File: src/design/sprite_pkg.sv
package sprite_pkg;

	//////////////////////////////////////////////////
	// raster geometry of the 640 by 480 mode.
	//////////////////////////////////////////////////
	localparam int x_w = 10; // horizontal coordinate width.
	localparam int y_w = 9; // visible rows fit in nine bits.
	localparam int cnt_w = 10; // the vertical counter runs to 524 and needs ten bits.
	localparam logic [x_w-1:0] screen_w = 10'd640; // visible columns.
	localparam logic [cnt_w-1:0] screen_h = 10'd480; // visible rows.
	localparam logic [x_w-1:0] h_total = 10'd800; // columns per line including blanking.
	localparam logic [cnt_w-1:0] v_total = 10'd525; // lines per frame including blanking.
	localparam logic [x_w-1:0] h_sync_start = 10'd656; // first column of the hsync pulse.
	localparam logic [x_w-1:0] h_sync_end = 10'd752; // first column after the hsync pulse.
	localparam logic [cnt_w-1:0] v_sync_start = 10'd490; // first line of the vsync pulse.
	localparam logic [cnt_w-1:0] v_sync_end = 10'd492; // first line after the vsync pulse.
	localparam int pixel_period = 4; // clk cycles per pixel.
	localparam int tick_w = 2; // width of the pixel divider.

	//////////////////////////////////////////////////
	// pixel memory and sprite sizes.
	//////////////////////////////////////////////////
	localparam int addr_w = 14; // 16384 colour words.
	localparam int color_w = 8; // one byte per colour.
	localparam logic [addr_w-1:0] background_addr = 14'd16383; // last word is the background.
	localparam int off_w = 4; // offset inside a sprite.
	localparam logic [off_w:0] sprite_size = 5'd16; // sprites are square.
	localparam int sprite_count = 4; // number of descriptor slots.
	localparam int slot_w = 2; // slot index taken from the low address bits.
	localparam int cfg_data_w = 34; // wide enough for a whole descriptor.

	typedef enum logic [2:0] {receive, process, sprite, wait_1, wait_2} print_state_e;
	typedef enum logic {cfg_pixel_mem, cfg_sprite_slot} cfg_target_e;

	typedef struct packed {
		logic enable; // slot takes part in the coverage check.
		logic [x_w-1:0] x; // left column of the sprite.
		logic [y_w-1:0] y; // top row of the sprite.
		logic [addr_w-1:0] base; // first texel in the pixel memory.
	} sprite_desc_t;

	typedef struct packed {
		logic hit; // some enabled sprite covers the pixel.
		logic [off_w-1:0] row; // row inside the winning sprite.
		logic [off_w-1:0] col; // column inside the winning sprite.
		logic [addr_w-1:0] base; // texel base of the winning sprite.
	} check_result_t;

endpackage

File: src/design/raster_timing.sv
`timescale 1ns/1ps

module raster_timing (
	input logic clk,
	input logic reset,
	input logic video_enable,
	output logic pixel_tick,
	output logic hsync,
	output logic vsync,
	output logic active_area,
	output logic printing,
	output logic [sprite_pkg::x_w-1:0] pixel_x,
	output logic [sprite_pkg::y_w-1:0] pixel_y
);

	logic [sprite_pkg::tick_w-1:0] tick_cnt; // position inside the current pixel period.
	logic [sprite_pkg::cnt_w-1:0] v_count; // full line counter, blanking included.
	logic [sprite_pkg::x_w-1:0] h_next; // column after this tick.
	logic [sprite_pkg::cnt_w-1:0] v_next; // line after this tick.

	assign pixel_tick = video_enable && (tick_cnt == sprite_pkg::pixel_period - 1); // last cycle.
	assign h_next = (pixel_x == sprite_pkg::h_total - 1) ? '0 : pixel_x + 1'b1;
	assign v_next = (pixel_x != sprite_pkg::h_total - 1) ? v_count :
		(v_count == sprite_pkg::v_total - 1) ? '0 : v_count + 1'b1; // wraps at end of line.
	assign active_area = (pixel_x < sprite_pkg::screen_w) && (v_count < sprite_pkg::screen_h);
	assign pixel_y = v_count[sprite_pkg::y_w-1:0]; // only meaningful inside the visible rows.

	always_ff @(posedge clk or negedge reset) begin
		if (!reset) begin
			tick_cnt <= '0;
			pixel_x <= '0;
			v_count <= '0;
			hsync <= 1'b0;
			vsync <= 1'b0;
			printing <= 1'b0;
		end else if (!video_enable) begin
			tick_cnt <= '0; // the raster restarts at the top left when video comes on.
			pixel_x <= '0;
			v_count <= '0;
			hsync <= 1'b0;
			vsync <= 1'b0;
			printing <= 1'b0;
		end else begin
			tick_cnt <= pixel_tick ? '0 : tick_cnt + 1'b1;
			if (pixel_tick) begin
				pixel_x <= h_next;
				v_count <= v_next;
				hsync <= (h_next >= sprite_pkg::h_sync_start) && (h_next < sprite_pkg::h_sync_end);
				vsync <= (v_next >= sprite_pkg::v_sync_start) && (v_next < sprite_pkg::v_sync_end);
				printing <= active_area; // covers the colours of the pixel just taken.
			end
		end
	end

	assert property (@(posedge clk) disable iff (!reset) pixel_x < sprite_pkg::h_total)
		else $error("horizontal counter left the line");

endmodule

File: config.mk
export PLATFORM = sky130hd
export DESIGN_NAME = raster_timing
export DESIGN_NICKNAME = d
export VERILOG_FILES = /design/src/design/sprite_pkg.sv /design/src/design/raster_timing.sv
export SDC_FILE = /design/constraint.sdc
export NUM_CORES = 1
export LEC_CHECK = 0
export ABC_CLOCK_PERIOD_IN_PS = 2560
export BUFFER_PORTS_ARGS = -buffer_cell sky130_fd_sc_hd__buf_2
export CAP_MARGIN = 20
export CORE_ASPECT_RATIO = 1.2
export CORE_UTILIZATION = 56
export CTS_CLUSTER_DIAMETER = 100
export CTS_CLUSTER_SIZE = 24
export DETAILED_ROUTE_END_ITERATION = 8
export GPL_ROUTABILITY_DRIVEN = 0
export MAX_ROUTING_LAYER = met4
export PLACE_DENSITY_LB_ADDON = 0.12
export SYNTH_ARGS = -nofsm -noshare
export SYNTH_HDL_FRONTEND = slang
export SYNTH_SLANG_ARGS = --single-unit
File: constraint.sdc
create_clock -name clk -period 2.56 [get_ports clk]
set_clock_uncertainty 0.2 [all_clocks]
set_input_delay 0.128 -clock clk [delete_from_list [all_inputs] [get_ports clk]]
set_output_delay 0.128 -clock clk [all_outputs]
set_load 0.005 [all_outputs]
==> run metrics <==
Synth async-reset ratio 100%; Detail Route Antenna Nets 0; FF-to-FF End v_count[2]; Synth Warn # 0; Startpoint Class register; critical path peak fanout 12; CTS root buf clkbuf_4; Synth area leaders dfrtp_1 36%, o21ai_0 6.4%, buf_4 5.7%; worst skew pair latency 0.31 ns; Die Wd 52.6 um; DRC viols 0; I/O Pins 27; P_leak 0.856 nW; Met2 Wirelength 2030 um; layout cell share with drive strength beyond 1 18.3%; FP Rows 21; Final WS setup 0.182 ns; final number of setup-violating endpoints 0; HPWL after DPL between 2000 and 3000 um; R2R depth 6; Clock Sinks 25; GRT Total Usage a little over a quarter; detailed-route vias per instance 6.11; DRT iter0 DRCs 47; Filler cells 267; met1 WL 1690 um; drt first pass iters 4; endpoints failing hold 0; initial core utilization 60.1%; # diodes 0; initial antenna violation count 0; post-CTS setup buffer count 0; Tot Pwr 0.631 mW; Clk pin slew, worst setup/hold paths 0.14 ns; Place WS around 0.14 ns; core area 2860 um2; fmax around 0.42 GHz; post-synthesis sequential area ratio 36.4%; setup TNS 0 ns; DIE HEIGHT 62.7 um; Crit. End Element register; sequential cell area approximately 630 um2; Mapped Area 1720 um2; wire per inst 15.6 um; syn_nets 210; CTS tree done; number of synthesized flops with an enable pin 0; worst relative slew slack 61.2%; largest net degree at the start of global routing 26; RSZ-0062 raised after global routing no; Avg Inst Size Synth 8.52 um2; IR drop worst, VDD 0.293 mV; maxcap violations 0; fin crit period 2.38 ns; Period Utilization, post-route between 90% and 100%; PwrDens 340 nW/um2; Post-synth top flop dfrtp_1; Yosys reg bits 25; Synth area leader dfrtp_1; Reg2Reg Setup Slack 0.18 ns; grt ovf 0; RR Startpoint pixel_x[0]; worst setup path category reg2reg; worst hold path type in2async; number of buffer cells added on primary ports 26; Slew @ Worst Pin roughly 0.58 ns; worst setup path end v_count[2]; area of the multi-input gates 947 um2; Worst Path Required 2.60 ns; post-synthesis cell type count 44; first-pass GRT wire length 6600 um; via count 1,540; Final Net Count 227; Syn Inst Count 202; status finished clean; Yosys top cell area share 36.4%; highest routed layer met4; Worst Path Arrival 2.42 ns; synthesis-to-finish area growth 7.85%; CTS buffer count 3; fin. max-slew vios 0; final WL 3930 um; crit path launch pixel_x[0]; depth of the CTS H-tree 1; Die Footprint 3300 um2; vias in the first global route 1,456; Max clock buf depth 2; met3 routed WL around 180 um
how the worst min path moves through the flow:
stage                             to  cells past startpoint
final                     v_count[7]                      2
after global routing           vsync                      2
after CTS                 v_count[7]                      2
after detailed placement  v_count[4]                      1
after global placement    v_count[4]                      1
after floorplan                hsync                      0
cell usage after synthesis, types with 2 or more instances:
library cell / n
clkbuf_1: 7
xnor2_1: 6
nor3b_1: 2
nor3_1: 5
o31ai_1: 6
nand4_1: 2
nor2_1: 8
and2_1: 6
mux2i_1: 2
a21oi_1: 7
nand2_1: 21
ha_1: 5
a21boi_1: 2
buf_2: 3
nor2b_1: 5
and3_1: 6
buf_4: 13
nand2b_1: 3
inv_1: 3
or4_1: 3
nand3_1: 12
a21o_1: 4
and4_1: 3
a21boi_0: 3
dfrtp_1: 25
o21ai_0: 22
area by class of cell:
cell class              instances  share of cell area [%]
well taps                      34                    2.29
multi-input cells             151                    51.0
inverters                       3                   0.607
repair buffers                 35                    10.9
clock buffers                   4                    1.42
flip-flops and latches         25                    33.7
power by group:
part | internal [mW] | switching (mW) | total (mW) | leakage, nW
Sequential | 0.401 | 0.00458 | 0.406 | 0.347
Clock | 0.0608 | 0.116 | 0.177 | 0.0150
Combinational | 0.0174 | 0.0311 | 0.0485 | 0.494
cells by family (layout without fill, tap and decap cells):
family / after synthesis / count (layout) / synth area share (%)
fa+ha+maj: 5 / 5 / 3.64
xor+xnor: 6 / 6 / 3.05
flops: 25 / 25 / 36.4
compound gates: 54 / 54 / 19.8
mux: 2 / 2 / 1.16
buf+inv: 26 / 42 / 8.73
simple gates: 84 / 84 / 27.3
cells in the final DEF, fill, tap and decap left out, drive strengths merged, types with 2 or more instances in the layout:
cell,count
a21boi,5
a21o,4
a21oi,7
and2,6
and3,6
and4,3
buf,33
clkbuf,4
dfrtp,25
dlygate4sd3,2
ha,5
inv,3
mux2i,2
nand2,21
nand2b,3
nand3,12
nand4,2
nor2,8
nor2b,5
nor3,5
nor3b,3
o21ai,22
o311ai,2
o31ai,6
or4,3
xnor2,6
metrics by stage:
stage	instances	utilization, %	hold slack [ns]	cell area (um2)
after global routing	252	64.8	0.182	1860
after global placement	246	63.1	-0.0524	1810
after CTS	252	64.7	0.138	1850
final	252	64.8	0.135	1860
after detailed placement	246	63.1	-0.0442	1810
after floorplan	202	-	-0.368	1720
worst max-delay path, cell delays in order (launching register included):
cell	delay (ns)
dfrtp_1	0.49
ha_1	0.21
and4b_1	0.17
and3_1	0.36
nand2_2	0.20
or4b_1	0.50
a21boi_0	0.17
flip-flops by register name, indices dropped and copies added (netlist names):
name	count
pixel_x	10
v_count	10
tick_cnt	2
hsync	1
printing	1
vsync	1
per-layer routing:
layer	vias to the layer above	global-route usage, %
li1	752	-
met1	736	32.2
met2	48	45.1
met3	4	2.92
met4	0	8.22
met5	-	-
what timing repair did:
action                                  in CTS  in global routing
endpoints found under the setup margin       0                  3
endpoints found under the hold margin       36                  0
hold buffers                                 2                  0
resized for setup                            0                  1
No activity file was read; power rests on OpenSTA's default activity.
