$ cat src/design/sprite_pkg.sv
package sprite_pkg;

	//////////////////////////////////////////////////
	// raster geometry of the 640 by 480 mode.
	//////////////////////////////////////////////////
	localparam int x_w = 10; // horizontal coordinate width.
	localparam int y_w = 9; // visible rows fit in nine bits.
	localparam int cnt_w = 10; // the vertical counter runs to 524 and needs ten bits.
	localparam logic [x_w-1:0] screen_w = 10'd640; // visible columns.
	localparam logic [cnt_w-1:0] screen_h = 10'd480; // visible rows.
	localparam logic [x_w-1:0] h_total = 10'd800; // columns per line including blanking.
	localparam logic [cnt_w-1:0] v_total = 10'd525; // lines per frame including blanking.
	localparam logic [x_w-1:0] h_sync_start = 10'd656; // first column of the hsync pulse.
	localparam logic [x_w-1:0] h_sync_end = 10'd752; // first column after the hsync pulse.
	localparam logic [cnt_w-1:0] v_sync_start = 10'd490; // first line of the vsync pulse.
	localparam logic [cnt_w-1:0] v_sync_end = 10'd492; // first line after the vsync pulse.
	localparam int pixel_period = 4; // clk cycles per pixel.
	localparam int tick_w = 2; // width of the pixel divider.

	//////////////////////////////////////////////////
	// pixel memory and sprite sizes.
	//////////////////////////////////////////////////
	localparam int addr_w = 14; // 16384 colour words.
	localparam int color_w = 8; // one byte per colour.
	localparam logic [addr_w-1:0] background_addr = 14'd16383; // last word is the background.
	localparam int off_w = 4; // offset inside a sprite.
	localparam logic [off_w:0] sprite_size = 5'd16; // sprites are square.
	localparam int sprite_count = 4; // number of descriptor slots.
	localparam int slot_w = 2; // slot index taken from the low address bits.
	localparam int cfg_data_w = 34; // wide enough for a whole descriptor.

	typedef enum logic [2:0] {receive, process, sprite, wait_1, wait_2} print_state_e;
	typedef enum logic {cfg_pixel_mem, cfg_sprite_slot} cfg_target_e;

	typedef struct packed {
		logic enable; // slot takes part in the coverage check.
		logic [x_w-1:0] x; // left column of the sprite.
		logic [y_w-1:0] y; // top row of the sprite.
		logic [addr_w-1:0] base; // first texel in the pixel memory.
	} sprite_desc_t;

	typedef struct packed {
		logic hit; // some enabled sprite covers the pixel.
		logic [off_w-1:0] row; // row inside the winning sprite.
		logic [off_w-1:0] col; // column inside the winning sprite.
		logic [addr_w-1:0] base; // texel base of the winning sprite.
	} check_result_t;

endpackage

$ cat src/design/sprite_register_bank.sv
`timescale 1ns/1ps

module sprite_register_bank (
	input logic clk,
	input logic reset,
	input logic cfg_strobe,
	input sprite_pkg::cfg_target_e cfg_target,
	input logic [sprite_pkg::addr_w-1:0] cfg_addr,
	input logic [sprite_pkg::cfg_data_w-1:0] cfg_data,
	input logic check_strobe,
	input logic [sprite_pkg::x_w-1:0] check_x,
	input logic [sprite_pkg::y_w-1:0] check_y,
	output sprite_pkg::check_result_t check_result
);

	sprite_pkg::sprite_desc_t slots [sprite_pkg::sprite_count]; // descriptor registers.
	logic [sprite_pkg::x_w-1:0] dx [sprite_pkg::sprite_count]; // column distance per slot.
	logic [sprite_pkg::y_w-1:0] dy [sprite_pkg::sprite_count]; // row distance per slot.
	logic [sprite_pkg::sprite_count-1:0] covers; // slot i covers the coordinate.
	sprite_pkg::check_result_t result_next; // winner before the register.

	//////////////////////////////////////////////////
	// host writes into the slots.
	//////////////////////////////////////////////////
	always_ff @(posedge clk or negedge reset) begin
		if (!reset) begin
			for (int i = 0; i < sprite_pkg::sprite_count; i++) begin
				slots[i] <= '0; // every slot starts disabled.
			end
		end else if (cfg_strobe && (cfg_target == sprite_pkg::cfg_sprite_slot)) begin
			slots[cfg_addr[sprite_pkg::slot_w-1:0]] <= sprite_pkg::sprite_desc_t'(cfg_data);
		end
	end

	//////////////////////////////////////////////////
	// coverage check where the lowest slot wins.
	//////////////////////////////////////////////////
	always_comb begin
		for (int i = 0; i < sprite_pkg::sprite_count; i++) begin
			dx[i] = check_x - slots[i].x; // wraps when the pixel lies left of the sprite.
			dy[i] = check_y - slots[i].y;
			covers[i] = slots[i].enable && (check_x >= slots[i].x) && (check_y >= slots[i].y) &&
				(dx[i] < sprite_pkg::sprite_size) && (dy[i] < sprite_pkg::sprite_size);
		end
	end

	always_comb begin
		result_next = '0; // a miss carries no offsets.
		for (int i = sprite_pkg::sprite_count - 1; i >= 0; i--) begin
			if (covers[i]) begin
				result_next.hit = 1'b1; // lower slots overwrite higher ones.
				result_next.row = dy[i][sprite_pkg::off_w-1:0];
				result_next.col = dx[i][sprite_pkg::off_w-1:0];
				result_next.base = slots[i].base;
			end
		end
	end

	always_ff @(posedge clk or negedge reset) begin
		if (!reset) begin
			check_result <= '0;
		end else if (check_strobe) begin
			check_result <= result_next; // held until the next pixel is checked.
		end
	end

endmodule

$ cat config.mk
export PLATFORM = sky130hd
export DESIGN_NAME = sprite_register_bank
export DESIGN_NICKNAME = d
export VERILOG_FILES = /design/src/design/sprite_pkg.sv /design/src/design/sprite_register_bank.sv
export SDC_FILE = /design/constraint.sdc
export NUM_CORES = 1
export LEC_CHECK = 0
export ABC_AREA = 1
export BUFFER_PORTS_ARGS = -buffer_cell sky130_fd_sc_hd__buf_2
export CAP_MARGIN = 20
export CORE_MARGIN = 2
export CORE_UTILIZATION = 28
export DETAILED_ROUTE_END_ITERATION = 7
export PLACE_DENSITY_LB_ADDON = 0.25
export SYNTH_ARGS = -nofsm -noshare
export SYNTH_HDL_FRONTEND = slang
export SYNTH_SLANG_ARGS = --single-unit
$ cat constraint.sdc
create_clock -name clk -period 3.2 [get_ports clk]
set_input_delay 0.16 -clock clk [delete_from_list [all_inputs] [get_ports clk]]
set_output_delay 0.16 -clock clk [all_outputs]
set_load 0.02 [all_outputs]
==> impl_metrics.json <==
{
  "grtUsageTotal_pct": 17.01,
  "drive_gt1_share_pct": 10.85,
  "cts_tree": "done",
  "grt_max_degree": 75,
  "place_congestion": 0.8728,
  "syn_to_final_growth_pct": 17.49,
  "antenna_found_initial": 0,
  "power_frac_clock_pct": 28.2,
  "fin_crit_sh_pct": 92.93,
  "fp-row-count": 74,
  "slew-limit-headroom_pct": 42.49,
  "leakagePower_nw": 7.571,
  "powerDensity_mw_per_mm2": 545.9,
  "netlist_area_mm2": 0.01173,
  "cts-root-buf": "clkbuf_16",
  "ir_drop_mv": 0.3799,
  "seqPwrFrac_pct": 33.4,
  "tightest_slew_ps": 861.6,
  "finalHoldViolCount": 0,
  "critical_path_class": "reg -> reg",
  "avgSynthCellArea_um2": 6.689,
  "pwr-share-comb_pct": 38.4,
  "worst_path_largest_cell_delay_ps": 390,
  "gr-total-overflow": 0,
  "swShare_pct": 39.11,
  "cp_data_required_time_ps": 3550,
  "ioPinCount": 95,
  "status": "completed",
  "h-tree-depth": 4,
  "period_minus_slack_ps": 2974,
  "ys_ff_latch": 159,
  "fin_skew_ps": 9.769,
  "totalWireLength_um": 35910,
  "ys_seq_area_share_pct": 33.93,
  "mappedNetlistNets": 1909,
  "viasPerCell": 4.556,
  "p_sw_mw": 2.941,
  "whs_ps": 17.94,
  "hp-class": "in -> reg",
  "cts_buffer_depth": 2,
  "max_freq_mhz": 336.3,
  "synthCells": 1753,
  "cp_cell_sequence": "ha_1 -> fa_2 -> nand3b_1 -> nand2_2 -> nand3_1 -> nand3_1 -> nand3_1 -> nor2_1 -> buf_4 -> nand3_2 -> nor2_4 -> nand3_4 -> buf_4 -> or2_1 -> nand3_1 -> nand2_1",
  "die_w_um": 208.6,
  "drt_iter0_markers": 750,
  "final_area_mm2": 0.01378,
  "dp_hpwl_um": 27700,
  "drv_slew": 0,
  "first_global_vias": 10630,
  "clk_pin_slew_ps": 70,
  "tns_ps": 0,
  "diodes": 0,
  "p_int_mw": 4.580,
  "synth_edf_count": 0,
  "grt_pass1_wl_um": 58130,
  "die-area_mm2": 0.04353,
  "synth_ff_type": "dfrtp_1",
  "drt_pre_antenna_iters": 5,
  "setup-violations-final": 0,
  "insertion_delay_ps": 450,
  "cpMostUsedCell": "nand3_1",
  "slowest_stage": "dfrtp_1",
  "antenna_left": 0,
  "port_buffers": 82,
  "fp.coreArea_mm2": 0.04111,
  "numCtsBuffers": 17,
  "dr_total_vias": 10990,
  "path_buf_inv": 2,
  "dp_worst_setup_slack_ps": 108.2,
  "maxCapViolCount": 0,
  "dpl_cell_area_mm2": 0.01285,
  "crit_path_end_kind": "flop",
  "cpLargestDelayFamily": "simple AND/OR/NAND/NOR gates",
  "postSynth.asyncResetShare_pct": 100.0,
  "start_util_pct": 28.52,
  "synth-warning-count": 0,
  "clock-sinks": 159,
  "yosys.cell_types.count": 40,
  "num-nets-final": 2024,
  "rsz0062_at_grt": "false",
  "drt_drc_violations_left": 0,
  "die_h_um": 208.6,
  "post-route-util_pct": 33.51,
  "fin_ws_ps": 226.4,
  "cp-start-kind": "flop",
  "cp_max_fo": 7,
  "crit_arrival_ps": 3320,
  "wl_per_cell_um": 14.89
}
[cell usage in the layout, fill, tap and decap left out, types with 3 or more instances in the layout]
master / count
nand2_1: 600
inv_1: 301
dfrtp_1: 159
o21ai_0: 142
nand3_1: 131
nor2_1: 90
buf_2: 81
ha_1: 76
a21oi_1: 48
nand4_1: 29
buf_4: 27
dlygate4sd3_1: 26
clkbuf_16: 18
nand3b_1: 13
xor2_1: 13
inv_2: 12
o21ai_1: 11
nand3_2: 8
or2_1: 7
nor2_2: 7
fa_1: 7
nand2_2: 6
xnor2_1: 6
o211ai_2: 6
clkinv_1: 5
a21oi_2: 5
nor2_4: 4
o21ai_2: 4
clkinvlp_4: 4
o21bai_1: 3
nor3_1: 3
bufinv_16: 3
inv_6: 3
buf_12: 3
[cell usage after synthesis, types with 4 or more instances]
cell	instances	area, um^2
nor3_1	4	20.02
clkinv_1	5	18.77
o21ai_0	142	710.7
nand3b_1	13	97.59
o21ai_2	4	35.03
nor2_1	90	337.8
dfrtp_1	159	3979
or2_1	7	43.79
inv_2	13	48.80
nor2_2	8	50.05
a21oi_1	48	240.2
nand4_1	29	181.4
o211ai_2	6	75.07
nand3_1	136	680.7
nand2_1	601	2256
xnor2_1	6	52.55
clkbuf_1	30	112.6
buf_2	4	20.02
ha_1	76	950.9
xor2_1	13	113.9
inv_1	301	1130
nand2_2	5	31.28
buf_6	5	56.30
fa_1	8	160.2
o21ai_1	11	55.05
a21oi_2	5	43.79
[registers in the layout, summed over array words and instances, names as in the netlist]
| register | flops |
|---|---|
| slots | 136 |
| check_result | 23 |
[cells by family after synthesis]
family                   count (synthesis)  synth area share (%)
AND/OR/NAND/NOR                        906                 32.74
buffers and inverters                  362                 12.05
AO/OA/AOI/OAI                          222                 10.25
flip-flops                             159                 33.93
adder cells (fa/ha/maj)                 84                 9.475
XOR/XNOR                                20                 1.558
[power by group through the flow]
stage / clock network [mW] / registers, mW / logic, mW
global placement: 0 / 2.54 / 2.81
detailed placement: 0 / 2.55 / 2.84
floorplan: 0 / 2.51 / 2.07
finish: 2.12 / 2.52 / 2.89
global route: 2.26 / 2.56 / 3.33
CTS: 2.17 / 2.51 / 2.88
[stage by stage]
step	total power [mW]	instances
2_1_floorplan	4.578	1753
3_3_place_gp	5.353	2352
3_5_place_dp	5.388	2352
4_1_cts	7.566	2409
5_1_grt	8.149	2412
6_report	7.521	2412
[worst min-delay path: cells and delay by family]
kind / cells / cell delay (ps)
buffers and inverters: 2 / 130
AO/OA/AOI/OAI: 1 / 120
[cell type report]
cell class                      count  area, um^2
Sequential cell                   159        3979
Tap cell                          532       665.6
Clock inverter                     12       160.2
Timing Repair Buffer              139       964.7
Fill cell                        4585       27330
Inverter                          319        1200
Multi-Input combinational cell   1232        6375
Clock buffer                       19       432.9
[layer usage]
metal / track usage (%) / share of wire, %
met5: 0 / 0
met4: 3.399 / 0.80
met3: 2.314 / 3.1
met2: 27.86 / 46
met1: 24.00 / 50
[worst paths after layout]
path	cells past startpoint	to	start	slack [ps]
worst max-delay path	16	check_result[11]	slots[125]	230
worst min-delay path	3	slots[4]	cfg_data[4]	20
max in group asynchronous	3	slots[25]	reset	1930
min in group asynchronous	2	check_result[9]	reset	300
worst max register to register	16	check_result[11]	slots[125]	230
worst min register to register	2	check_result[12]	check_result[12]	470
[timing repair]
| item | CTS | global route |
|---|---|---|
| hold endpoints to repair | 97 | 0 |
| endpoints found under the setup margin | 0 | 21 |
| setup buffers | 0 | 2 |
| hold buffers | 26 | 0 |
| gates resized for setup | 0 | 6 |
Power figures use the tool's default switching activity.
