## config.mk

```make
export PLATFORM = sky130hd
export DESIGN_NAME = sprite_line_drawer_flat
export DESIGN_NICKNAME = d
export VERILOG_FILES = /design/src/design/sprite_pkg.sv /design/src/design/pixel_mem_if.sv /design/src/design/sprite_line_drawer.sv /design/src/flat_wrapper.sv
export SDC_FILE = /design/constraint.sdc
export NUM_CORES = 1
export LEC_CHECK = 0
export BUFFER_PORTS_ARGS = -buffer_cell sky130_fd_sc_hd__buf_4
export CELL_PAD_IN_SITES_DETAIL_PLACEMENT = 0
export CELL_PAD_IN_SITES_GLOBAL_PLACEMENT = 1
export CORE_AREA = 2 2 68 76
export CTS_BUF_LIST = sky130_fd_sc_hd__clkbuf_8 sky130_fd_sc_hd__clkbuf_16
export CTS_CLUSTER_SIZE = 24
export DETAILED_ROUTE_END_ITERATION = 10
export DIE_AREA = 0 0 70 78
export GPL_ROUTABILITY_DRIVEN = 0
export PLACE_DENSITY_LB_ADDON = 0.15
export SLEW_MARGIN = 30
export SYNTH_ARGS = -nofsm -noshare
export SYNTH_HDL_FRONTEND = slang
export SYNTH_SLANG_ARGS = --single-unit
```

## constraint.sdc

```tcl
create_clock -name clk -period 2.04 [get_ports clk]
set_clock_uncertainty 0.15 [all_clocks]
set_input_delay 0.408 -clock clk [delete_from_list [all_inputs] [get_ports clk]]
set_output_delay 0.408 -clock clk [all_outputs]
set_load 0.02 [all_outputs]
```

## src/design/sprite_pkg.sv

```systemverilog
package sprite_pkg;

	//////////////////////////////////////////////////
	// raster geometry of the 640 by 480 mode.
	//////////////////////////////////////////////////
	localparam int x_w = 10; // horizontal coordinate width.
	localparam int y_w = 9; // visible rows fit in nine bits.
	localparam int cnt_w = 10; // the vertical counter runs to 524 and needs ten bits.
	localparam logic [x_w-1:0] screen_w = 10'd640; // visible columns.
	localparam logic [cnt_w-1:0] screen_h = 10'd480; // visible rows.
	localparam logic [x_w-1:0] h_total = 10'd800; // columns per line including blanking.
	localparam logic [cnt_w-1:0] v_total = 10'd525; // lines per frame including blanking.
	localparam logic [x_w-1:0] h_sync_start = 10'd656; // first column of the hsync pulse.
	localparam logic [x_w-1:0] h_sync_end = 10'd752; // first column after the hsync pulse.
	localparam logic [cnt_w-1:0] v_sync_start = 10'd490; // first line of the vsync pulse.
	localparam logic [cnt_w-1:0] v_sync_end = 10'd492; // first line after the vsync pulse.
	localparam int pixel_period = 4; // clk cycles per pixel.
	localparam int tick_w = 2; // width of the pixel divider.

	//////////////////////////////////////////////////
	// pixel memory and sprite sizes.
	//////////////////////////////////////////////////
	localparam int addr_w = 14; // 16384 colour words.
	localparam int color_w = 8; // one byte per colour.
	localparam logic [addr_w-1:0] background_addr = 14'd16383; // last word is the background.
	localparam int off_w = 4; // offset inside a sprite.
	localparam logic [off_w:0] sprite_size = 5'd16; // sprites are square.
	localparam int sprite_count = 4; // number of descriptor slots.
	localparam int slot_w = 2; // slot index taken from the low address bits.
	localparam int cfg_data_w = 34; // wide enough for a whole descriptor.

	typedef enum logic [2:0] {receive, process, sprite, wait_1, wait_2} print_state_e;
	typedef enum logic {cfg_pixel_mem, cfg_sprite_slot} cfg_target_e;

	typedef struct packed {
		logic enable; // slot takes part in the coverage check.
		logic [x_w-1:0] x; // left column of the sprite.
		logic [y_w-1:0] y; // top row of the sprite.
		logic [addr_w-1:0] base; // first texel in the pixel memory.
	} sprite_desc_t;

	typedef struct packed {
		logic hit; // some enabled sprite covers the pixel.
		logic [off_w-1:0] row; // row inside the winning sprite.
		logic [off_w-1:0] col; // column inside the winning sprite.
		logic [addr_w-1:0] base; // texel base of the winning sprite.
	} check_result_t;

endpackage

```

## src/design/pixel_mem_if.sv

```systemverilog
`timescale 1ns/1ps

interface pixel_mem_if;

	logic strobe; // one-cycle request.
	logic write; // high for a write, low for a read.
	logic [sprite_pkg::addr_w-1:0] addr; // word address in the pixel memory.
	logic [sprite_pkg::color_w-1:0] wdata; // colour to store on a write.
	logic [sprite_pkg::color_w-1:0] rdata; // colour returned one cycle after a read.

	modport requester (
		output strobe, write, addr, wdata,
		input rdata
	);

	modport arbiter (
		input strobe, write, addr, wdata,
		output rdata
	);

endinterface

```

## src/design/sprite_line_drawer.sv

```systemverilog
`timescale 1ns/1ps

module sprite_line_drawer (
	input logic clk,
	input logic reset,
	input logic sprite_start,
	input sprite_pkg::check_result_t check_result,
	output logic count_finished,
	pixel_mem_if.requester spr_port
);

	logic [sprite_pkg::addr_w-1:0] row_term; // row offset widened to an address.
	logic [sprite_pkg::addr_w-1:0] col_term; // column offset widened to an address.
	logic [sprite_pkg::addr_w-1:0] texel_addr; // address of the covering texel.
	logic addr_ready; // texel_addr is valid this cycle.
	logic read_strobe; // read goes to the arbiter this cycle.

	assign row_term = {{(sprite_pkg::addr_w - sprite_pkg::off_w){1'b0}}, check_result.row};
	assign col_term = {{(sprite_pkg::addr_w - sprite_pkg::off_w){1'b0}}, check_result.col};

	always_ff @(posedge clk) begin
		if (sprite_start) begin
			texel_addr <= check_result.base + row_term * sprite_pkg::sprite_size + col_term;
		end
	end

	always_ff @(posedge clk or negedge reset) begin
		if (!reset) begin
			addr_ready <= 1'b0;
			read_strobe <= 1'b0;
		end else begin
			addr_ready <= sprite_start; // address settles one cycle after the start.
			read_strobe <= addr_ready; // and the read follows one cycle later.
		end
	end

	assign count_finished = read_strobe; // the controller may return to receive.
	assign spr_port.strobe = read_strobe;
	assign spr_port.write = 1'b0; // sprites are only read here.
	assign spr_port.addr = texel_addr;
	assign spr_port.wdata = '0;

endmodule

```

## src/flat_wrapper.sv

```systemverilog
// flat-port wrapper written by rule: the top's interface ports become plain ports
module sprite_line_drawer_flat 
  (clk, reset, sprite_start, check_result, count_finished, spr_port_strobe, spr_port_write, spr_port_addr, spr_port_wdata, spr_port_rdata);
  pixel_mem_if spr_port_i ();
  input logic clk;
  input logic reset;
  input logic sprite_start;
  input sprite_pkg::check_result_t check_result;
  output logic count_finished;
  output wire logic [$bits(spr_port_i.strobe)-1:0] spr_port_strobe;
  output wire logic [$bits(spr_port_i.write)-1:0] spr_port_write;
  output wire logic [$bits(spr_port_i.addr)-1:0] spr_port_addr;
  output wire logic [$bits(spr_port_i.wdata)-1:0] spr_port_wdata;
  input wire logic [$bits(spr_port_i.rdata)-1:0] spr_port_rdata;
  assign spr_port_strobe = spr_port_i.strobe;
  assign spr_port_write = spr_port_i.write;
  assign spr_port_addr = spr_port_i.addr;
  assign spr_port_wdata = spr_port_i.wdata;
  assign spr_port_i.rdata = spr_port_rdata;
  sprite_line_drawer u_core (.clk(clk), .reset(reset), .sprite_start(sprite_start), .check_result(check_result), .count_finished(count_finished), .spr_port(spr_port_i));
endmodule
```

==> results of run 1 <==
cells by family after synthesis:
kind of cell / synth area share, %
AOI/OAI and AO/OA: 16.7
xor gates and xnor gates: 9.23
adders and majority gates: 11.5
buffers and inverters: 9.35
DFF: 45.1
other: 0.359
and+or+nand+nor: 7.79
stage by stage:
stage	setup TNS (ps)	instances	utilization, %	setup slack [ps]
3_3_place_gp	-776	196	31.3	-168
4_1_cts	0	201	32.4	87.3
2_1_floorplan	0	100	-	45.4
3_5_place_dp	-780	196	31.3	-166
6_report	0	201	32.5	94.8
5_1_grt	-12.3	201	32.5	-12.3
cells in the mapped netlist, types with 3 or more instances:
master    instances
a21oi_1           5
buf_4            10
edfxtp_1         14
ha_1              8
inv_1             6
nand2_1           3
nand3_1           3
nor2_1            3
o211ai_1          4
o21ai_0           7
xnor2_1          10
final cells by class:
| class | count | area [µm²] | area share, % |
|---|---|---|---|
| inverter | 6 | 22.5 | 1.50 |
| multi-input combinational | 68 | 508 | 33.8 |
| sequential | 16 | 470 | 31.3 |
| tap | 56 | 70.1 | 4.67 |
| clock inverter | 1 | 3.75 | 0.250 |
| timing repair buffer | 51 | 385 | 25.7 |
| clock buffer | 3 | 41.3 | 2.75 |
registers in the layout, indices dropped and copies added, names as in the netlist:
name,flops
u_core.spr_port.addr,14
u_core.addr_ready,1
u_core.count_finished,1
layer usage:
| layer | vias to the layer above | share of wire [%] | global-route usage (%) |
|---|---|---|---|
| met5 | - | 0 | 0 |
| met4 | 0 | 1.2 | 4.04 |
| met3 | 2 | 6.6 | 0.909 |
| met2 | 37 | 48 | 13.5 |
| met1 | 368 | 44 | 10.0 |
| li1 | 421 | - | - |
power breakdown:
part	internal [µW]	switching [µW]
Clock	133	99.6
Combinational	161	173
Sequential	408	10.0
Total	702	282
timing repair:
action | CTS | global route
endpoints found under the setup margin | 0 | 3
resized for setup | 0 | 1
hold endpoints to repair | 2 | 0
hold buffers | 1 | 0
worst paths after layout:
path	depth (start not counted)	from	end
setup reg to reg	0	u_core.addr_ready$_DFF_PN0_	u_core.count_finished$_DFF_PN0_
hold reg to reg	0	u_core.addr_ready$_DFF_PN0_	u_core.count_finished$_DFF_PN0_
max in group asynchronous	2	reset	u_core.addr_ready$_DFF_PN0_
setup / recovery	8	check_result[0]	u_core.spr_port.addr[8]$_DFFE_PP_
min in group asynchronous	2	reset	u_core.count_finished$_DFF_PN0_
hold / removal	0	u_core.addr_ready$_DFF_PN0_	u_core.count_finished$_DFF_PN0_
==> qor.yml, run 1 <==
outcome: "completed"
min_period_ps: 1950
fin_area_um2: 1500
ys_types: 28
min_period_over_period_pct: 95.4
first_global_vias: 838
power_uw: 984
fmax_mhz: 514
async_flop_share_pct: 12.5
syn_to_final_growth_pct: 43.9
final_antenna_net_count: 0
hpwl_mm: 1.83
drive_gt1_share_pct: 39.3
required_ps: 1970
critPathArrivalTime_ps: 1870
routed_via_density: 4.12
whs_ps: 197
path_buf_inv: 2
cts_tree: "yes"
cp_top_family: "compound AO/OA/AOI/OAI gates"
cts.clk_slew.worst_paths_ps: 60
fp.dieH_um: 78
cp-start-kind: "input pin"
rows: 26
cap_violations: 0
cpPeakStageDelay_ps: 320
dieArea_um2: 5460
grt_start_max_net_pins: 16
boundaryPins: 59
layout.nets: 189
crit_fanout: 4
final.fill_count: 489
yosysSeqAreaShare_pct: 45.1
final-hold-violation-count: 0
crit_path_end_kind: "register"
core_um2: 4620
die_w_um: 70
power.leakage_uw: 0.000680
worstSetupPathType: "input pin to register"
final_cell_mix: "50 x buf_4, 14 x edfxtp_1, 10 x xnor2_1"
synth_area_leader_cell: "edfxtp_1"
yosysWarnings: 0
initial_core_util_pct: 22.6
grt_pass1_wl_mm: 3.57
vias: 828
rrSetupSlack_ps: 1430
clockRootBuffer: "clkbuf_8"
pwr_density_cell_nw_per_um2: 655
grt_antenna_before_repair: 0
wl_per_cell_um: 10.7
synth_ff_type: "edfxtp_1"
synth.top_cells.by_area: "edfxtp_1 40%, ha_1 9.6%, xnor2_1 8.4%"
peakVddDrop_uv: 180
drt_iter0_markers: 25
track_usage_pct: 8.01
cts_buffer_depth: 2
insertion_delay_ps: 240
hold_path_class: "register to register"
synth_seq_cells: 16
slew_viol_final: 0
syn_inst: 92
antenna_cells: 0
cp_slowest_cell: "o31a_1"
route.detailed.drc: 0
port_buffers: 40
place_area_um2: 1440
htree_levels: 1
setup_viol: 0
path_cells: "buf_4, ha_1, inv_1, fa_2, nor2b_4, o31a_1, o2111a_1, a311oi_2"
postCtsSetupBuffers: 0
totalWireLength_mm: 2.14
grt_overflow: 0
drtPass1Iterations: 4
synth_edf_count: 14
clock_sinks: 16
layout_commonest_cell: "buf_4"
avgSynthCellArea_um2: 11.3
yosysTopAreaCellShare_pct: 40.3
syn-cell-area_um2: 1040
numCtsBuffers: 3
(Power assumes the default switching activity.)
==> inputs of run 2 (changes only) <==
--- a/config.mk
+++ b/config.mk
@@ -7,7 +7,7 @@
 export LEC_CHECK = 0
 export BUFFER_PORTS_ARGS = -buffer_cell sky130_fd_sc_hd__buf_4
 export CELL_PAD_IN_SITES_DETAIL_PLACEMENT = 0
-export CELL_PAD_IN_SITES_GLOBAL_PLACEMENT = 1
+export CELL_PAD_IN_SITES_GLOBAL_PLACEMENT = 2
 export CORE_AREA = 2 2 68 76
 export CTS_BUF_LIST = sky130_fd_sc_hd__clkbuf_8 sky130_fd_sc_hd__clkbuf_16
 export CTS_CLUSTER_SIZE = 24
==> run 2 against run 1 <==
Net effect: hold slack improved by 7.8 ps; utilization increased by 0.16 points; clock power increased by 15%; sequential power about the same; critical path depth unchanged; combinational power about the same; worst setup slack about the same; global-route usage increased by 0.094 points; count of clock-buffer cells in the layout increased by 1; total power increased by 3.7%; critical path type unchanged.
==> qor.yml, run 2 (synthesis results as in run 1) <==
power.leakage_uw: 0.000683  # +0.36%
worstSetupPathType: "input pin to register"
cts.clk_slew.worst_paths_ps: 60  # about the same
grt_setup_unrepaired: "no"
dp.cells: 196  # unchanged
critPathArrivalTime_ps: 1780  # -90 ps
htree_levels: 1  # unchanged
outcome: "completed"
first_global_vias: 840  # +0.24%
final_antenna_net_count: 0  # unchanged
grt_overflow: 0  # unchanged
port_buffers: 40  # unchanged
cpPeakStageDelay_ps: 440  # +120 ps
cp_top_family: "adder cells"
min_period_ps: 1950  # +0.00270 ps
slew_viol_final: 0  # unchanged
path_buf_inv: 2  # unchanged
cp_slowest_cell: "fa_1"
crit_fanout: 4  # unchanged
cap_violations: 0  # unchanged
clock_sinks: 16  # unchanged
final-hold-violation-count: 0  # unchanged
drt_iter0_markers: 40  # +60%
wl_per_cell_um: 10.8  # +1.1%
rr_worst_depth: 0  # unchanged
grt_start_max_net_pins: 16  # unchanged
layout_commonest_cell: "buf_4"
syn_to_final_growth_pct: 44.6
instances_no_fill: 201  # unchanged
min_period_over_period_pct: 95.4  # about the same
fp.dieH_um: 78  # unchanged
vias: 829  # +0.12%
insertion_delay_ps: 240  # about the same
drive_gt1_share_pct: 39.3  # unchanged
track_usage_pct: 8.11  # +0.094 points
required_ps: 1870  # -100 ps
power_uw: 1020  # +3.7%
pwr_density_cell_nw_per_um2: 676  # +3.2%
antenna_cells: 0  # unchanged
cts_tree: "yes"
cp-start-kind: "input pin"
hold-path-cell-count: 0  # unchanged
rr_endpoint: "u_core.count_finished$_DFF_PN0_"
clockRootBuffer: "clkbuf_8"
hold_path_class: "register to register"
path_cells: "buf_4, ha_1, inv_1, fa_1, nor2b_4, o31a_1, o2111a_1, a311oi_2"
layout.nets: 189  # unchanged
fmax_mhz: 514  # unchanged
drtPass1Iterations: 4  # unchanged
final_cell_mix: "50 x buf_4, 14 x edfxtp_1, 10 x xnor2_1"
worstHoldStart: "u_core.addr_ready$_DFF_PN0_"
peakVddDrop_uv: 211  # +18%
route.detailed.drc: 0  # unchanged
boundaryPins: 59  # unchanged
rrSetupSlack_ps: 1420  # about the same
setup_viol: 0  # unchanged
postCtsSetupBuffers: 0  # unchanged
numCtsBuffers: 3  # unchanged
largest_reg_flops: 14  # unchanged
crit_path_end_kind: "register"
core_um2: 4620  # unchanged
grt_antenna_before_repair: 0  # unchanged
hpwl_mm: 1.86  # +1.6%
r2r-start: "u_core.addr_ready$_DFF_PN0_"
totalWireLength_mm: 2.17  # +1.1%
rows: 26  # unchanged
initial_core_util_pct: 22.6  # unchanged
grt_pass1_wl_mm: 3.54  # -0.78%
routed_via_density: 4.12  # +0.12%
final.fill_count: 506  # +3.5%
dieArea_um2: 5460  # unchanged
die_w_um: 70  # unchanged
cts_buffer_depth: 2  # unchanged
holdPathEnd: "u_core.count_finished$_DFF_PN0_"
run 2: cell types whose count changed in the layout (fill, tap and decap cells not counted), sizes merged:
cell    delta
inv        -1
clkbuf     +1
run 2: what timing repair did:
item / in CTS / in global routing
setup endpoints to repair: 0 / 1
hold endpoints to repair: 2 / 0
gates resized for setup: 0 / 1
hold buffers: 1 / 0
run 2: cell type report:
| class | instances | area [µm²] | area share (%) |
|---|---|---|---|
| timing repair buffer | 51 | 385 | 25.5 |
| clock buffer | 4 | 55.1 | 3.65 |
| multi-input combinational | 68 | 505 | 33.5 |
| tap | 56 | 70.1 | 4.64 |
| inverter | 6 | 22.5 | 1.49 |
| sequential | 16 | 470 | 31.2 |
run 2: per-layer routing:
layer / track usage, % / part of all wire, % / up-vias
li1: - / - / 423
met1: 9.61 / 43 / 370
met2: 13.7 / 47 / 34
met3: 1.82 / 8.4 / 2
met4: 4.04 / 1.3 / 0
met5: 0 / 0 / -
run 2: worst max path at each step:
stage	start	to	slack [ps]	cells after the start
6_report	check_result[0]	u_core.spr_port.addr[8]$_DFFE_PP_	90	8
4_1_cts	check_result[0]	u_core.spr_port.addr[12]$_DFFE_PP_	70	8
5_1_grt	check_result[0]	u_core.spr_port.addr[10]$_DFFE_PP_	3	8
3_3_place_gp	check_result[0]	u_core.spr_port.addr[12]$_DFFE_PP_	-190	8
2_1_floorplan	check_result[0]	u_core.spr_port.addr[8]$_DFFE_PP_	50	7
3_5_place_dp	check_result[0]	u_core.spr_port.addr[12]$_DFFE_PP_	-180	8
run 2: stage by stage:
step	setup TNS, ps	worst slack, ps	utilization [%]	area (µm²)	hold slack, ps
2_1_floorplan	0	45.4	-	1070	-37.6
3_3_place_gp	-820	-188	31.3	1440	40.5
3_5_place_dp	-771	-183	31.3	1440	43.2
4_1_cts	0	72.9	32.7	1510	211
5_1_grt	0	2.69	32.7	1510	229
6_report	0	94.8	32.7	1510	205
run 2: report_power, final:
part	switching [µW]	internal [µW]	total, µW
Combinational	173	160	333
Sequential	10.0	408	418
Clock	98.5	171	269
Total	282	738	1020
