**src/design/sprite_pkg.sv**
```systemverilog
package sprite_pkg;

	//////////////////////////////////////////////////
	// raster geometry of the 640 by 480 mode.
	//////////////////////////////////////////////////
	localparam int x_w = 10; // horizontal coordinate width.
	localparam int y_w = 9; // visible rows fit in nine bits.
	localparam int cnt_w = 10; // the vertical counter runs to 524 and needs ten bits.
	localparam logic [x_w-1:0] screen_w = 10'd640; // visible columns.
	localparam logic [cnt_w-1:0] screen_h = 10'd480; // visible rows.
	localparam logic [x_w-1:0] h_total = 10'd800; // columns per line including blanking.
	localparam logic [cnt_w-1:0] v_total = 10'd525; // lines per frame including blanking.
	localparam logic [x_w-1:0] h_sync_start = 10'd656; // first column of the hsync pulse.
	localparam logic [x_w-1:0] h_sync_end = 10'd752; // first column after the hsync pulse.
	localparam logic [cnt_w-1:0] v_sync_start = 10'd490; // first line of the vsync pulse.
	localparam logic [cnt_w-1:0] v_sync_end = 10'd492; // first line after the vsync pulse.
	localparam int pixel_period = 4; // clk cycles per pixel.
	localparam int tick_w = 2; // width of the pixel divider.

	//////////////////////////////////////////////////
	// pixel memory and sprite sizes.
	//////////////////////////////////////////////////
	localparam int addr_w = 14; // 16384 colour words.
	localparam int color_w = 8; // one byte per colour.
	localparam logic [addr_w-1:0] background_addr = 14'd16383; // last word is the background.
	localparam int off_w = 4; // offset inside a sprite.
	localparam logic [off_w:0] sprite_size = 5'd16; // sprites are square.
	localparam int sprite_count = 4; // number of descriptor slots.
	localparam int slot_w = 2; // slot index taken from the low address bits.
	localparam int cfg_data_w = 34; // wide enough for a whole descriptor.

	typedef enum logic [2:0] {receive, process, sprite, wait_1, wait_2} print_state_e;
	typedef enum logic {cfg_pixel_mem, cfg_sprite_slot} cfg_target_e;

	typedef struct packed {
		logic enable; // slot takes part in the coverage check.
		logic [x_w-1:0] x; // left column of the sprite.
		logic [y_w-1:0] y; // top row of the sprite.
		logic [addr_w-1:0] base; // first texel in the pixel memory.
	} sprite_desc_t;

	typedef struct packed {
		logic hit; // some enabled sprite covers the pixel.
		logic [off_w-1:0] row; // row inside the winning sprite.
		logic [off_w-1:0] col; // column inside the winning sprite.
		logic [addr_w-1:0] base; // texel base of the winning sprite.
	} check_result_t;

endpackage

```
**src/design/pixel_mem_if.sv**
```systemverilog
`timescale 1ns/1ps

interface pixel_mem_if;

	logic strobe; // one-cycle request.
	logic write; // high for a write, low for a read.
	logic [sprite_pkg::addr_w-1:0] addr; // word address in the pixel memory.
	logic [sprite_pkg::color_w-1:0] wdata; // colour to store on a write.
	logic [sprite_pkg::color_w-1:0] rdata; // colour returned one cycle after a read.

	modport requester (
		output strobe, write, addr, wdata,
		input rdata
	);

	modport arbiter (
		input strobe, write, addr, wdata,
		output rdata
	);

endinterface

```
**src/design/print_controller.sv**
```systemverilog
`timescale 1ns/1ps

module print_controller (
	input logic clk,
	input logic reset,
	input logic pixel_tick,
	input logic active_area,
	input logic [sprite_pkg::x_w-1:0] pixel_x,
	input logic [sprite_pkg::y_w-1:0] pixel_y,
	input sprite_pkg::check_result_t check_result,
	input logic count_finished,
	output logic check_strobe,
	output logic [sprite_pkg::x_w-1:0] check_x,
	output logic [sprite_pkg::y_w-1:0] check_y,
	output logic sprite_start,
	pixel_mem_if.requester bg_port
);

	sprite_pkg::print_state_e state; // current per-pixel step.
	sprite_pkg::print_state_e next; // step for the next cycle.

	always_ff @(posedge clk or negedge reset) begin
		if (!reset) begin
			state <= sprite_pkg::receive;
		end else begin
			state <= next;
		end
	end

	//////////////////////////////////////////////////
	// per-pixel sequence of four cycles on either path.
	//////////////////////////////////////////////////
	always_comb begin
		next = state; // hold unless a step below moves on.
		case (state)
			sprite_pkg::receive: begin
				if (pixel_tick && active_area) begin
					next = sprite_pkg::process; // the bank registers the coordinate now.
				end
			end
			sprite_pkg::process: begin
				next = check_result.hit ? sprite_pkg::sprite : sprite_pkg::wait_1;
			end
			sprite_pkg::sprite: begin
				if (count_finished) begin
					next = sprite_pkg::receive; // the line drawer has issued its read.
				end
			end
			sprite_pkg::wait_1: next = sprite_pkg::wait_2; // pads the background path.
			sprite_pkg::wait_2: next = sprite_pkg::receive;
			default: next = sprite_pkg::receive;
		endcase
	end

	assign check_strobe = (state == sprite_pkg::receive) && pixel_tick && active_area;
	assign check_x = pixel_x; // the bank latches these on check_strobe.
	assign check_y = pixel_y;
	assign sprite_start = (state == sprite_pkg::process) && check_result.hit; // one cycle only.

	// the background colour read is issued in the last wait step.
	assign bg_port.strobe = (state == sprite_pkg::wait_2);
	assign bg_port.write = 1'b0; // this path only reads.
	assign bg_port.addr = sprite_pkg::background_addr;
	assign bg_port.wdata = '0;

	assert property (@(posedge clk) disable iff (!reset)
		$fell(state == sprite_pkg::receive) |-> ##[1:3] (state == sprite_pkg::receive))
		else $error("pixel sequence took longer than four cycles");

endmodule

```
**src/flat_wrapper.sv**
```systemverilog
// flat-port wrapper written by rule: the top's interface ports become plain ports
module print_controller_flat 
  (clk, reset, pixel_tick, active_area, pixel_x, pixel_y, check_result, count_finished, check_strobe, check_x, check_y, sprite_start, bg_port_strobe, bg_port_write, bg_port_addr, bg_port_wdata, bg_port_rdata);
  pixel_mem_if bg_port_i ();
  input logic clk;
  input logic reset;
  input logic pixel_tick;
  input logic active_area;
  input logic [sprite_pkg::x_w-1:0] pixel_x;
  input logic [sprite_pkg::y_w-1:0] pixel_y;
  input sprite_pkg::check_result_t check_result;
  input logic count_finished;
  output logic check_strobe;
  output logic [sprite_pkg::x_w-1:0] check_x;
  output logic [sprite_pkg::y_w-1:0] check_y;
  output logic sprite_start;
  output wire logic [$bits(bg_port_i.strobe)-1:0] bg_port_strobe;
  output wire logic [$bits(bg_port_i.write)-1:0] bg_port_write;
  output wire logic [$bits(bg_port_i.addr)-1:0] bg_port_addr;
  output wire logic [$bits(bg_port_i.wdata)-1:0] bg_port_wdata;
  input wire logic [$bits(bg_port_i.rdata)-1:0] bg_port_rdata;
  assign bg_port_strobe = bg_port_i.strobe;
  assign bg_port_write = bg_port_i.write;
  assign bg_port_addr = bg_port_i.addr;
  assign bg_port_wdata = bg_port_i.wdata;
  assign bg_port_i.rdata = bg_port_rdata;
  print_controller u_core (.clk(clk), .reset(reset), .pixel_tick(pixel_tick), .active_area(active_area), .pixel_x(pixel_x), .pixel_y(pixel_y), .check_result(check_result), .count_finished(count_finished), .check_strobe(check_strobe), .check_x(check_x), .check_y(check_y), .sprite_start(sprite_start), .bg_port(bg_port_i));
endmodule
```
**config.mk**
```make
export PLATFORM = sky130hd
export DESIGN_NAME = print_controller_flat
export DESIGN_NICKNAME = d
export VERILOG_FILES = /design/src/design/sprite_pkg.sv /design/src/design/pixel_mem_if.sv /design/src/design/print_controller.sv /design/src/flat_wrapper.sv
export SDC_FILE = /design/constraint.sdc
export NUM_CORES = 1
export LEC_CHECK = 0
export BUFFER_PORTS_ARGS = -buffer_cell sky130_fd_sc_hd__buf_2
export CAP_MARGIN = 20
export CORE_UTILIZATION = 25
export DETAILED_ROUTE_END_ITERATION = 8
export GPL_ROUTABILITY_DRIVEN = 0
export PLACE_DENSITY = 0.94
export SYNTH_ARGS = -nofsm -noshare
export SYNTH_HDL_FRONTEND = slang
export SYNTH_SLANG_ARGS = --single-unit
```
**constraint.sdc**
```tcl
create_clock -name clk -period 1.45 [get_ports clk]
set_input_delay 0.29 -clock clk [delete_from_list [all_inputs] [get_ports clk]]
set_output_delay 0.29 -clock clk [all_outputs]
set_load 0.02 [all_outputs]
```
==> out/results.txt, run 1 <==
Worst-Skew Late Latency: 0.23 ns
Crit Path Max Fanout: 3
Non-filler instance count after layout: 80
Synthesized area: 472 µm²
Mean Syn Cell Area: 7.99 µm²
GRT Resource Usage Total: 0.0582
Share of cells above drive strength 1: 0.309
First-pass GRT wire length: 759 µm
Max-slew violations: 0
Post-Syn Instances: 59
Area share of the largest cell type after synthesis: 0.668
# DRC: 0
Register area share after synthesis: 0.159
Nets@finish: 111
Vias: 263
Worst hold path type: input port to flip-flop
Most flops, register: u_core.state
Root buffer cell: clkbuf_4
Congestion Overflow GR: 0
Worst path cell trace: nand3b_1, nor3_1, buf_2
Crit-path max cell delay: 0.39 ns
Top-level I/O count: 100
Die height: 45.4 µm
DR WL/cell: 8.45 µm
DR vias/cell: 3.29
# rows: 15
Starting density of the core: 0.270
Pre-antenna DRT Iters: 2
Total power: 0.506 mW
Register area: 75.1 µm²
Die width: 45.4 µm
Top cells by area, synth: buf_4, dfrtp_1, nand2b_1, nor3_1, a21oi_2
CP Capture Type: output port
Cells after DPL: 71
Hold_ws: 0.319 ns
Leading area contributor after synthesis: buf_4
Biggest regs: u_core.state: 3 flops
WP data arrival: 1.12 ns
CP top delay family: flip-flops
Data required, critical path: 1.16 ns
WP buf/inv: 1
# fillers: 208
Final Critical Period: 1.41 ns
P_leak: 0.214 nW
Area Overhead vs Synth: -19.9%
CP Class: flip-flop to output port
Max reg flops: 3
Pwr dens: 1340 nW/µm²
IO Port Bufs: 8
Synthesis warning total: 0
Synthesis-stage register bit count: 3
Post-route ant nets: 0
Hold Vio Cnt, Final: 0
IR drop worst, VDD: 0.292 mV
Clk sinks: 3
Total of max-cap violations: 0
Setup TNS: 0 ns
Setup Skew: 0.000400 ns
Fmax: 708 MHz
Core area: 1750 µm²
Run status: completed
Area of the multi-input gates: 165 µm²
Diode count: 0
Largest net degree at the start of global routing: 8
H-tree depth: 1
CTS tree: built
Longest Clk Path Bufs: 2
CTS buffer count: 3
Initial DRC count: 2
Final setup vio count: 0
Die area: 2060 µm²
Vias in the first global route: 183
Clock-pin slew on the worst setup and hold paths: 0.04 ns
CP max-delay cell: dfrtp_1
Netlist cell types: 12
Routed wire length: 676 µm
Worst setup SP type: flip-flop
Final period util: 0.975
Post-DP HPWL: 442 µm
Initial antenna violation count: 0
-- power breakdown --
group | internal [mW] | total (mW) | switching [mW]
Combinational | 0.0916 | 0.213 | 0.121
Sequential | 0.109 | 0.146 | 0.0366
Clock | 0.103 | 0.148 | 0.0445
-- stage by stage --
| step | setup slack, ns | cell area (µm²) | utilization |
|---|---|---|---|
| after floorplan | 0.110 | 551 | - |
| after global placement | 0.230 | 307 | 0.176 |
| after detailed placement | 0.229 | 307 | 0.176 |
| after CTS | 0.0392 | 365 | 0.209 |
| after global routing | -0.00404 | 378 | 0.216 |
| final | 0.0366 | 378 | 0.216 |
-- synth_stat cells --
cell type	count
or3b_1	1
nor3b_1	1
a21oi_2	1
nor2_1	1
dfrtp_1	3
conb_1	2
nor3_1	2
a211oi_1	1
nand2b_1	2
buf_4	42
nand3b_1	1
nand2_1	2
-- placed cells by master (no fill, tap or decap) --
cell type / netlist / final
a211oi_1: 1 / 1
a21oi_2: 1 / 1
buf_2: 0 / 8
buf_4: 42 / 4
clkbuf_1: 0 / 1
clkbuf_4: 0 / 3
conb_1: 2 / 23
dfrtp_1: 3 / 3
dlygate4sd3_1: 0 / 1
nand2_1: 2 / 2
nand2b_1: 2 / 2
nand3b_1: 1 / 1
nor2_1: 1 / 1
nor3_1: 2 / 2
nor3b_2: 0 / 1
or3b_1: 1 / 1
-- cell type report --
type / instances / area share
clock buffer: 4 / 0.0695
multi-input combinational: 35 / 0.437
sequential: 3 / 0.199
tap: 25 / 0.0828
timing repair buffer: 13 / 0.212
-- path summary, 6_finish.rpt --
check,startpoint,to,slack (ns),cells after the start
max,u_core.state[0],check_strobe,0.04,3
min,count_finished,u_core.state[1],0.32,3
max reg2reg,u_core.state[0],u_core.state[1],0.23,4
min reg2reg,u_core.state[2],u_core.state[1],0.52,1
max in group asynchronous,reset,u_core.state[2],0.95,2
min in group asynchronous,reset,u_core.state[1],0.40,2
-- kinds of logic (layout without fill, tap and decap cells) --
logic type / Yosys count / in the layout / synth area share
AOI/OAI and AO/OA: 2 / 2 / 0.0345
buffers and inverters: 42 / 17 / 0.668
DFF: 3 / 3 / 0.159
other: 2 / 23 / 0.0159
and+or+nand+nor: 10 / 10 / 0.122
-- per-layer routing --
layer	wire, µm	GRT usage	vias to the layer above
met1	160	0.0288	114
met2	325	0.0829	35
met4	29	0.0970	0
met3	161	0.0556	4
met5	0	0	-
li1	-	-	110
-- worst register-to-register path, delay by kind of cell (launching register included) --
kind | cells | cell delay [ns]
simple gates | 1 | 0.38
buf+inv | 2 | 0.27
compound gates | 1 | 0.12
flops | 1 | 0.39
-- what timing repair did --
| action | in CTS | in global routing |
|---|---|---|
| endpoints found under the setup margin | 1 | 2 |
| buffers inserted | 3 | 1 |
| resized for setup | 0 | 1 |
| hold buffers | 1 | 0 |
| pin swaps | 0 | 0 |
| endpoints found under the hold margin | 3 | 0 |
No activity file was read; power rests on OpenSTA's default activity.
==> inputs of run 2 (changes only) <==
- RECOVER_POWER: default -> 100
==> run 2 against run 1 <==
Compared with the run above: die area is the same; largest cell class unchanged; highest routed layer unchanged; critical path type unchanged; worst hold slack is the same; global-route usage is the same; sequential cell count is the same; via count is the same.
==> out/results.txt, run 2 (synthesis gave the netlist of run 1 again) <==
Data required, critical path: 1.16 ns (about the same)
Worst reg2reg startpoint: u_core.state[0]
Setup TNS: 0 ns (unchanged)
Vias: 263 (unchanged)
Final Cell Area: 377 µm² (-0.33%)
Max reg flops: 3 (unchanged)
Initial antenna violation count: 0 (unchanged)
Crit-path max cell delay: 0.39 ns (about the same)
Clk sinks: 3 (unchanged)
Stages on worst setup path: 3 (unchanged)
DP Area: 307 µm² (unchanged)
Setup Skew: 0.000400 ns (unchanged)
# DRC: 0 (unchanged)
Final period util: 0.975 (unchanged)
Clock-pin slew on the worst setup and hold paths: 0.04 ns (about the same)
Final setup vio count: 0 (unchanged)
DR vias/cell: 3.29 (unchanged)
# fillers: 207 (-0.48%)
Final Critical Period: 1.41 ns (unchanged)
Int Power: 0.304 mW (-0.13%)
Congestion Overflow GR: 0 (unchanged)
Sequential power share: 0.288 (about the same)
Core area: 1750 µm² (unchanged)
Initial DRC count: 2 (unchanged)
First-pass GRT wire length: 759 µm (unchanged)
Worst setup SP type: flip-flop
Most flops, register: u_core.state
Die height: 45.4 µm (unchanged)
P_leak: 0.211 nW (-1.3%)
Switch share: 0.399 (about the same)
CTS buffer count: 3 (unchanged)
Max-slew violations: 0 (unchanged)
WP buf/inv: 1 (unchanged)
DR WL/cell: 8.44 µm (-0.15%)
Share of cells above drive strength 1: 0.291 (-0.0182)
Fmax: 708 MHz (unchanged)
Worst hold path type: input port to flip-flop
Longest Clk Path Bufs: 2 (unchanged)
Total of max-cap violations: 0 (unchanged)
CTS tree: built
CP Capture Type: output port
CP max-delay cell: dfrtp_1
RR Endpoint: u_core.state[1]
CP top delay family: flip-flops
Biggest regs: u_core.state: 3 flops
WP data arrival: 1.12 ns (about the same)
Die width: 45.4 µm (unchanged)
Capture point of the worst path: check_strobe
Worst path cell trace: nand3b_1, nor3_1, buf_2
Starting density of the core: 0.270 (unchanged)
Most common cell after layout, fill and taps aside: conb_1
Commonest cells after routing, fill and taps aside: conb_1, buf_2, buf_4
Diode count: 0 (unchanged)
Worst Reg2Reg Path Length in Cells: 4 (unchanged)
P_sw: 0.202 mW (about the same)
Crit Path Max Fanout: 3 (unchanged)
Pwr dens: 1340 nW/µm² (+0.25%)
Vias in the first global route: 183 (unchanged)
Clk network pwr share: 0.292 (about the same)
Hold Vio Cnt, Final: 0 (unchanged)
Die area: 2060 µm² (unchanged)
Post-route ant nets: 0 (unchanged)
Pre-antenna DRT Iters: 2 (unchanged)
IR drop worst, VDD: 0.292 mV (about the same)
Top-level I/O count: 100 (unchanged)
GRT Resource Usage Total: 0.0582 (unchanged)
Routed wire length: 675 µm (-0.15%)
IO Port Bufs: 8 (unchanged)
Critical Path Start: u_core.state[0]
Run status: completed
Nets@finish: 111 (unchanged)
Worst reg2reg setup slack: 0.23 ns (about the same)
Worst-Skew Late Latency: 0.23 ns (about the same)
Largest net degree at the start of global routing: 8 (unchanged)
H-tree depth: 1 (unchanged)
Root buffer cell: clkbuf_4
Share of power burned in combinational logic: 0.420 (about the same)
Area Overhead vs Synth: -20.2%
# rows: 15 (unchanged)
Post-DP HPWL: 442 µm (unchanged)
CP Class: flip-flop to output port
run 2: changes by cell type in the layout (fill, tap and decap cells not counted), sizes merged:
| cell | before | now |
|---|---|---|
| buf | 12 | 11 |
| clkbuf | 4 | 5 |
run 2: worst min-delay path by stage:
stage                        start         endpoint  slack, ns  depth (start not counted)
global placement             reset  u_core.state[0]       0.09                          1
CTS                 count_finished  u_core.state[1]       0.32                          3
detailed placement           reset  u_core.state[0]       0.09                          1
finish              count_finished  u_core.state[1]       0.32                          3
global route        count_finished  u_core.state[1]       0.33                          3
floorplan                    reset  u_core.state[0]     -0.006                          0
run 2: per-layer routing:
metal / GRT usage / share of wire
met1: 0.0288 / 0.23
met2: 0.0829 / 0.48
met3: 0.0556 / 0.24
met4: 0.0970 / 0.043
met5: 0 / 0
run 2: final cells by class:
type / instances / area (µm²) / share of cell area
multi-input cells: 35 / 165 / 0.439
repair buffers: 13 / 78.8 / 0.209
flip-flops and latches: 3 / 75.1 / 0.199
well taps: 25 / 31.3 / 0.0831
clock buffers: 4 / 26.3 / 0.0698
run 2: power by group through the flow:
stage	Clock [mW]	Combinational, mW	Sequential, mW
after floorplan	0	0.248	0.141
after global placement	0	0.147	0.152
after detailed placement	0	0.148	0.152
after CTS	0.154	0.202	0.141
after global routing	0.157	0.228	0.151
final	0.148	0.212	0.146
run 2: per-stage QoR:
stage / hold WS [ns] / std cells / setup slack [ns] / util / total power [mW]
floorplan: -0.00559 / 80 / 0.110 / - / 0.389
global placement: 0.0853 / 71 / 0.230 / 0.176 / 0.298
detailed placement: 0.0858 / 71 / 0.229 / 0.176 / 0.300
CTS: 0.320 / 79 / 0.0392 / 0.209 / 0.498
global route: 0.330 / 80 / -0.00404 / 0.216 / 0.536
finish: 0.319 / 80 / 0.0366 / 0.216 / 0.506
run 2: what timing repair did:
action | CTS | global route
hold endpoints to repair | 3 | 0
resized for setup | 0 | 1
buffers inserted | 3 | 1
setup endpoints to repair | 1 | 2
hold buffers | 1 | 0
run 2: worst register-to-register path, stage by stage (launching register included):
cell     delay, ns
dfrtp_1       0.39
buf_4         0.14
buf_4         0.13
or3b_1        0.38
a21oi_2       0.12
